File: src/dram_bridge_config.svh
`ifndef DRAM_BRIDGE_CONFIG_SVH
`define DRAM_BRIDGE_CONFIG_SVH

// ----------------------------------------
// bridge geometry
// ----------------------------------------

// number of lane engines, one app channel each
`define DRAM_LANES 4

// app address width of every channel, higher CPU address bits are out of range
`define DRAM_APP_ADDR_W 27

// lowest CPU address bit of the lane index, right above the 16-byte beat offset
`define DRAM_LANE_LSB 4

`endif

File: src/dram_bridge_pkg.sv
`include "dram_bridge_config.svh"

package dram_bridge_pkg;

  // ----------------------------------------
  // CPU side
  // ----------------------------------------

  typedef struct packed {
    logic        mem_valid;
    logic        mem_instr;
    logic [31:0] mem_addr;
    logic [63:0] mem_wdata;
    logic [7:0]  mem_wstrb;  // all zero means a read
  } mem_in_t;

  typedef struct packed {
    logic        mem_ready;
    logic        mem_error;
    logic [63:0] mem_rdata;
  } mem_out_t;

  // result of one lane towards the merger
  typedef struct packed {
    logic        done;
    logic [63:0] rdata;
  } lane_rsp_t;

  // ----------------------------------------
  // app channel side
  // ----------------------------------------

  typedef enum logic [2:0] {
    app_cmd_write = 3'b000,
    app_cmd_read  = 3'b001
  } app_cmd_e;

  typedef struct packed {
    logic [`DRAM_APP_ADDR_W-1:0] app_addr;
    app_cmd_e                    app_cmd;
    logic                        app_en;
    logic [127:0]                app_wdf_data;
    logic [15:0]                 app_wdf_mask;  // a set bit keeps that byte
    logic                        app_wdf_wren;
    logic                        app_wdf_end;
  } app_req_t;

  typedef struct packed {
    logic         app_rdy;
    logic         app_wdf_rdy;
    logic [127:0] app_rd_data;
    logic         app_rd_data_valid;
    logic         app_rd_data_end;
  } app_rsp_t;

  typedef enum logic [2:0] {
    lane_idle,
    lane_preset,
    lane_send_data,
    lane_cmd_wr,
    lane_cmd_rd,
    lane_wait_done,
    lane_release
  } lane_state_e;

endpackage

File: src/request_dispatch.sv
`timescale 1ns/10ps
`include "dram_bridge_config.svh"

module request_dispatch (
  input  logic                     app_ui_clk,
  input  logic                     app_ui_rst,
  input  dram_bridge_pkg::mem_in_t mem_in,
  output logic [`DRAM_LANES-1:0]   lane_valid,
  output dram_bridge_pkg::mem_in_t lane_req,
  output logic                     addr_error
);

  localparam int LANE_W = $clog2(`DRAM_LANES);

  logic [LANE_W-1:0] lane_idx;
  logic              in_range;
  logic              seen;

  // ----------------------------------------
  // decode
  // ----------------------------------------

  assign lane_idx = mem_in.mem_addr[`DRAM_LANE_LSB +: LANE_W];
  assign in_range = ~|mem_in.mem_addr[31:`DRAM_APP_ADDR_W];

  // every lane sees the same request, only the addressed one gets a valid
  assign lane_req = mem_in;

  always_comb begin
    lane_valid = '0;
    if (mem_in.mem_valid && in_range) begin
      lane_valid[lane_idx] = 1'b1;
    end
  end

  // ----------------------------------------
  // range error, once per request
  // ----------------------------------------

  // seen follows mem_valid one cycle late, so the error fires on the rising edge only
  always_ff @(posedge app_ui_clk) begin
    if (app_ui_rst) begin
      seen       <= 1'b0;
      addr_error <= 1'b0;
    end else begin
      seen       <= mem_in.mem_valid;
      addr_error <= mem_in.mem_valid && !in_range && !seen;
    end
  end

  a_lane_onehot : assert property (
    @(posedge app_ui_clk) disable iff (app_ui_rst)
    $onehot0(lane_valid)
  );

  // a request that errors must never reach a lane
  a_error_no_lane : assert property (
    @(posedge app_ui_clk) disable iff (app_ui_rst)
    addr_error |-> lane_valid == '0
  );

endmodule

File: src/lane_engine.sv
`timescale 1ns/10ps
`include "dram_bridge_config.svh"

module lane_engine (
  input  logic                       app_ui_clk,
  input  logic                       app_ui_rst,
  input  logic                       calib_complete,
  input  logic                       lane_valid,
  input  dram_bridge_pkg::mem_in_t   lane_req,
  output dram_bridge_pkg::app_req_t  app_req,
  input  dram_bridge_pkg::app_rsp_t  app_rsp,
  output dram_bridge_pkg::lane_rsp_t lane_rsp
);

  import dram_bridge_pkg::*;

  lane_state_e                 state;
  lane_state_e                 state_nxt;
  mem_in_t                     req_q;
  logic                        is_write;
  logic                        wr_done;
  logic                        rd_done;
  logic                        done_q;
  logic [63:0]                 rdata_q;
  logic [`DRAM_APP_ADDR_W-1:0] beat_addr;
  logic [127:0]                beat_data;
  logic [15:0]                 beat_mask;

  assign is_write = |req_q.mem_wstrb;
  assign wr_done  = (state == lane_cmd_wr) && app_rsp.app_rdy;  // write ends on command accept
  assign rd_done  = (state == lane_wait_done) && app_rsp.app_rd_data_valid
                    && app_rsp.app_rd_data_end;

  // ----------------------------------------
  // sequencing
  // ----------------------------------------

  always_comb begin
    state_nxt = state;
    case (state)
      lane_idle: begin
        if (lane_valid && calib_complete) begin
          state_nxt = lane_preset;
        end
      end
      lane_preset: begin
        state_nxt = is_write ? lane_send_data : lane_cmd_rd;
      end
      lane_send_data: begin
        if (app_rsp.app_wdf_rdy) begin
          state_nxt = lane_cmd_wr;
        end
      end
      lane_cmd_wr: begin
        if (app_rsp.app_rdy) begin
          state_nxt = lane_release;
        end
      end
      lane_cmd_rd: begin
        if (app_rsp.app_rdy) begin
          state_nxt = lane_wait_done;
        end
      end
      lane_wait_done: begin
        if (rd_done) begin
          state_nxt = lane_release;
        end
      end
      lane_release: begin
        // hold here until the CPU has seen mem_ready and dropped its valid
        if (!lane_valid) begin
          state_nxt = lane_idle;
        end
      end
      default: begin
        state_nxt = lane_idle;
      end
    endcase
  end

  always_ff @(posedge app_ui_clk) begin
    if (app_ui_rst) begin
      state  <= lane_idle;
      done_q <= 1'b0;
    end else begin
      state  <= state_nxt;
      done_q <= wr_done || rd_done;
    end
  end

  // ----------------------------------------
  // request, beat and read data
  // ----------------------------------------

  always_ff @(posedge app_ui_clk) begin
    if (state == lane_idle && lane_valid) begin
      req_q <= lane_req;
    end
    if (state == lane_preset) begin
      beat_addr <= {req_q.mem_addr[`DRAM_APP_ADDR_W-1:4], 4'b0000};
      beat_data <= {2{req_q.mem_wdata}};
      // mem_addr[3] picks the half that takes the strobes, the other half is masked off
      beat_mask <= req_q.mem_addr[3] ? {~req_q.mem_wstrb, 8'hff}
                                     : {8'hff, ~req_q.mem_wstrb};
    end
    if (rd_done) begin
      rdata_q <= req_q.mem_addr[3] ? app_rsp.app_rd_data[127:64]
                                   : app_rsp.app_rd_data[63:0];
    end
  end

  always_comb begin
    app_req.app_addr     = beat_addr;
    app_req.app_cmd      = (state == lane_cmd_rd) ? app_cmd_read : app_cmd_write;
    app_req.app_en       = (state == lane_cmd_wr) || (state == lane_cmd_rd);
    app_req.app_wdf_data = beat_data;
    app_req.app_wdf_mask = beat_mask;
    app_req.app_wdf_wren = (state == lane_send_data);
    app_req.app_wdf_end  = (state == lane_send_data);  // one beat per burst
  end

  always_comb begin
    lane_rsp.done  = done_q;
    lane_rsp.rdata = rdata_q;
  end

  // ----------------------------------------
  // app protocol checks
  // ----------------------------------------

  a_en_wren_excl : assert property (
    @(posedge app_ui_clk) disable iff (app_ui_rst)
    !(app_req.app_en && app_req.app_wdf_wren)
  );

  a_en_held : assert property (
    @(posedge app_ui_clk) disable iff (app_ui_rst)
    app_req.app_en && !app_rsp.app_rdy |=>
      app_req.app_en && $stable(app_req.app_addr) && $stable(app_req.app_cmd)
  );

endmodule

File: src/response_merge.sv
`timescale 1ns/10ps
`include "dram_bridge_config.svh"

module response_merge (
  input  logic                       app_ui_clk,
  input  logic                       app_ui_rst,
  input  dram_bridge_pkg::lane_rsp_t lane_rsp [`DRAM_LANES],
  input  logic                       addr_error,
  output dram_bridge_pkg::mem_out_t  mem_out
);

  logic [`DRAM_LANES-1:0] done_vec;
  logic [63:0]            rdata_mux;

  // and-or mux, only the finished lane contributes
  always_comb begin
    rdata_mux = '0;
    for (int i = 0; i < `DRAM_LANES; i++) begin
      done_vec[i] = lane_rsp[i].done;
      if (lane_rsp[i].done) begin
        rdata_mux = rdata_mux | lane_rsp[i].rdata;
      end
    end
  end

  // ----------------------------------------
  // registered CPU response
  // ----------------------------------------

  always_ff @(posedge app_ui_clk) begin
    if (app_ui_rst) begin
      mem_out.mem_ready <= 1'b0;
      mem_out.mem_error <= 1'b0;
    end else begin
      mem_out.mem_ready <= (|done_vec) || addr_error;
      mem_out.mem_error <= addr_error;
    end
    mem_out.mem_rdata <= rdata_mux;
  end

  // one request in flight, so lanes never finish together
  a_done_single : assert property (
    @(posedge app_ui_clk) disable iff (app_ui_rst)
    $onehot0(done_vec)
  );

endmodule

File: src/dram_bridge_top.sv
`timescale 1ns/10ps
`include "dram_bridge_config.svh"

module dram_bridge_top (
  input  logic                      app_ui_clk,
  input  logic                      app_ui_rst,
  input  logic                      calib_complete,
  input  dram_bridge_pkg::mem_in_t  mem_in,
  output dram_bridge_pkg::mem_out_t mem_out,
  output dram_bridge_pkg::app_req_t app_req [`DRAM_LANES],
  input  dram_bridge_pkg::app_rsp_t app_rsp [`DRAM_LANES]
);

  import dram_bridge_pkg::*;

  logic [`DRAM_LANES-1:0] lane_valid;
  mem_in_t                lane_req;
  logic                   addr_error;
  lane_rsp_t              lane_rsp [`DRAM_LANES];

  request_dispatch u_dispatch (
    .app_ui_clk (app_ui_clk),
    .app_ui_rst (app_ui_rst),
    .mem_in     (mem_in),
    .lane_valid (lane_valid),
    .lane_req   (lane_req),
    .addr_error (addr_error)
  );

  // ----------------------------------------
  // one engine per app channel
  // ----------------------------------------

  for (genvar i = 0; i < `DRAM_LANES; i++) begin : g_lane
    lane_engine u_lane (
      .app_ui_clk     (app_ui_clk),
      .app_ui_rst     (app_ui_rst),
      .calib_complete (calib_complete),
      .lane_valid     (lane_valid[i]),
      .lane_req       (lane_req),
      .app_req        (app_req[i]),
      .app_rsp        (app_rsp[i]),
      .lane_rsp       (lane_rsp[i])
    );
  end

  response_merge u_merge (
    .app_ui_clk (app_ui_clk),
    .app_ui_rst (app_ui_rst),
    .lane_rsp   (lane_rsp),
    .addr_error (addr_error),
    .mem_out    (mem_out)
  );

endmodule

File: config.mk
export PLATFORM = sky130hd
export DESIGN_NAME = dram_bridge_top
export DESIGN_NICKNAME = d
export VERILOG_FILES = /design/src/dram_bridge_pkg.sv /design/src/request_dispatch.sv /design/src/lane_engine.sv /design/src/response_merge.sv /design/src/dram_bridge_top.sv
export VERILOG_INCLUDE_DIRS = /design/src
export SDC_FILE = /design/constraint.sdc
export NUM_CORES = 1
export LEC_CHECK = 0
export BUFFER_PORTS_ARGS = -buffer_cell sky130_fd_sc_hd__buf_2
export CAP_MARGIN = 30
export CELL_PAD_IN_SITES_DETAIL_PLACEMENT = 1
export CELL_PAD_IN_SITES_GLOBAL_PLACEMENT = 2
export CORE_AREA = 2 2 554 556
export CTS_CLUSTER_SIZE = 14
export DETAILED_ROUTE_END_ITERATION = 8
export DIE_AREA = 0 0 556 558
export PLACE_DENSITY_LB_ADDON = 0.1
export SLEW_MARGIN = 20
export SYNTH_ARGS = -nofsm -noshare
export SYNTH_HDL_FRONTEND = slang
export SYNTH_SLANG_ARGS = --single-unit
File: constraint.sdc
create_clock -name app_ui_clk -period 15.6 [get_ports app_ui_clk]
set_input_delay 3.12 -clock app_ui_clk [delete_from_list [all_inputs] [get_ports app_ui_clk]]
set_output_delay 3.12 -clock app_ui_clk [all_outputs]
set_load 0.01 [all_outputs]
==> results.yml <==
drt:
  drtAntennaViolNets: 0
  drt-total-wl_um: 199000
  vias: 23827
  initialDrtViolationCount: 1071
  drc_errors: 0
  firstDrtPassIters: 4
  viasPerCell: 3.17
  drt-wirelength-per-cell_um: 26.4
synth:
  synth_adder_area_share_pct: 0
  ys_async_sr_fraction_pct: 0
  yosys_warnings: 0
  synth_seq_cells: 1136
  synth_largest_area_cell: "edfxtp_1"
  synth_compound_area_share_pct: 3.21
  syn_area_mm2: 0.0411
  ys.flop_type: "edfxtp_1"
  synth_top_family_by_area: "multiplexers"
  synth_area_per_cell_um2: 19.0
  synth_most_common_cell: "edfxtp_1"
  synth_commonest_cells: "edfxtp_1 (1052), buf_4 (285), mux2_2 (256)"
  yosysTopAreaCellShare_pct: 76.8
  synthCells: 2166
  yosys-top-cells-area: "edfxtp_1 (77%), mux2_2 (7.0%), buf_4 (5.2%)"
  muxShareOfSynthArea_pct: 7.08
  ys_seq_area_share_pct: 80.9
  synthXorXnorAreaFrac_pct: 0
  synth-simple-area-share_pct: 2.77
  ys_types: 46
  synth_edf_count: 1052
sta:
  fin_crit_sh_pct: 35.1
  period_needed_ps: 5470
  slew_headroom_pct: 31.0
  rsz0062_at_grt: "no"
  fmax_ghz: 0.183
  setup_tns_ps: 0
  finalSetupViolations: 0
  tightest_slew_ps: 1040
  hold_violations: 0
  finalClockSkew_ps: 98.9
  finalMaxSlewViolations: 0
power:
  p_int_mw: 5.49
  p_comb_share_pct: 4.3
  p_sw_mw: 1.58
  pwr-share-clk_pct: 47.9
  ir_drop_mv: 0.0763
  switching_share_pct: 22.4
  leakage_nw: 20.3
  power-per-cell-area_mw_per_mm2: 126
  seqPwrFrac_pct: 47.8
setup_path:
  cp-end-kind: "flop"
  cp.required_ps: 15960
  critical_path_class: "input port to flop"
  critPathArrivalTime_ps: 5830
  reg2reg_slack_ps: 12230
  startpoint: "mem_in[100]"
  critPathMaxFanout: 48
  start_kind: "input port"
  rr_startpoint: "g_lane[3].u_lane.state[0]"
floorplan:
  dieWidth_um: 556
  die_h_um: 558
  start_util_pct: 13.5
  num_rows: 203
  dieArea_mm2: 0.310
  io-pin-count: 1411
  core_area_mm2: 0.305
clock_network:
  cts_tree: "yes"
  ctsResizeCount: 0
  cts-root-buf: "clkbuf_16"
  htreeDepth: 4
  max-clock-path-buffers: 4
  numCtsBuffers: 153
  postCtsHoldBufs: 0
  clk_latency_ps: 830
  clkSlewWorstSetupHoldPaths_ps: 60
  cts_sinks: 1136
  cts_setup_buffers: 0
place:
  portBuffers: 1382
  place_area_mm2: 0.0512
  dp_hpwl_um: 149000
  gp_congestion: 0.729
global_routing:
  antenna_found_initial: 116
  track_usage_pct: 12.2
  grt_max_degree: 85
  grt_pass1_vias: 25000
  grt_pass1_wl_um: 252000
  overflow: 0
worst_hold_path:
  hold_path.class: "flop to flop"
  hp-start: "g_lane[0].u_lane.req_q[31]"
layout:
  drive_gt1_share_pct: 54.5
  stdcell_area_mm2: 0.0559
  area_growth_pct: 35.9
  n_fill_cell: 33849
  num-nets-final: 4044
flow_run:
  drv_cap: 0
run_status:
  status: "completed"
## registers in the layout, indices dropped and copies added, names as in the netlist
| register | flops |
|---|---|
| g_lane.u_lane.beat_addr | 92 |
| u_dispatch.addr_error | 1 |
| u_dispatch.seen | 1 |
| u_merge.mem_out | 66 |
| g_lane.u_lane.beat_mask | 64 |
| g_lane.u_lane.beat_data | 256 |
| g_lane.u_lane.rdata_q | 256 |
| g_lane.u_lane.req_q | 384 |
| g_lane.u_lane.done_q | 4 |
| g_lane.u_lane.state | 12 |
## layout by cell type, fill, tap and decap left out, types with 4 or more instances in the layout
master / count
nor4_2: 5
o22a_1: 4
nand2_1: 116
nand3b_1: 7
buf_2: 1382
clkinv_8: 4
nor2_1: 15
buf_4: 39
nor4_1: 4
a311o_1: 4
a21oi_1: 13
clkbuf_8: 6
dfxtp_4: 4
bufinv_16: 11
nor2b_1: 5
nand2b_1: 40
edfxtp_1: 1052
diode_2: 16
dfxtp_1: 80
o21bai_1: 6
clkinv_2: 19
clkbuf_1: 38
inv_1: 5
inv_6: 4
nor3b_1: 5
clkbuf_16: 153
nor3_2: 4
a22oi_1: 128
mux2_2: 256
conb_1: 24
a31oi_1: 7
clkinv_1: 18
## final timing paths
path | end | cells after the start
max | g_lane[1].u_lane.req_q[0] | 7
min | g_lane[0].u_lane.beat_data[87] | 0
max reg2reg | g_lane[3].u_lane.beat_data[113] | 4
min reg2reg | g_lane[0].u_lane.beat_data[87] | 0
## per-layer routing
layer / GRT usage, % / up-vias / wire length (um)
met1: 13.5 / 11714 / 75900
met5: 0 / - / 414
met2: 22.3 / 1185 / 102000
met4: 3.09 / 58 / 5460
li1: - / 10499 / -
met3: 4.09 / 371 / 15000
## critical path, cell delays in order
cell	delay (ps)
buf_2	110
nor3_4	250
nand3_2	240
nor3_2	200
buf_4	320
buf_4	630
buf_4	780
## area by class of cell
cell class	count	area, um^2	area share [%]
repair buffers	1425	7300	13.0
diodes	16	40.0	0.0716
inverters	5	18.8	0.0336
multi-input cells	686	5580	9.99
clock buffers	197	4050	7.25
flip-flops and latches	1136	33300	59.5
clock inverters	60	636	1.14
well taps	3997	5000	8.94
## metrics by stage
step | setup slack [ps] | std cells | utilization (%) | hold slack, ps | total power, mW
after global routing | 9940 | 7513 | 18.4 | 374 | 7.37
final | 10130 | 7522 | 18.4 | 363 | 7.07
after CTS | 9890 | 7505 | 18.3 | 377 | 7.26
after global placement | 9200 | 7248 | 16.8 | 389 | 3.76
after detailed placement | 9200 | 7248 | 16.8 | 386 | 3.76
after floorplan | 2140 | 2189 | - | 372 | 3.56
## cells by family (layout without fill, tap and decap cells)
family          Yosys count  after routing
other cells               1             40
simple gates            227            227
buf+inv                 367           1687
mux                     259            259
compound gates          176            176
flops                  1136           1136
## power by group through the flow
stage	registers [mW]	logic, mW	clock network, mW
6_report	3.38	0.303	3.39
5_1_grt	3.38	0.332	3.65
4_1_cts	3.38	0.320	3.56
3_5_place_dp	3.45	0.318	0
3_3_place_gp	3.45	0.320	0
2_1_floorplan	3.46	0.103	0
Power figures use the tool's default switching activity.
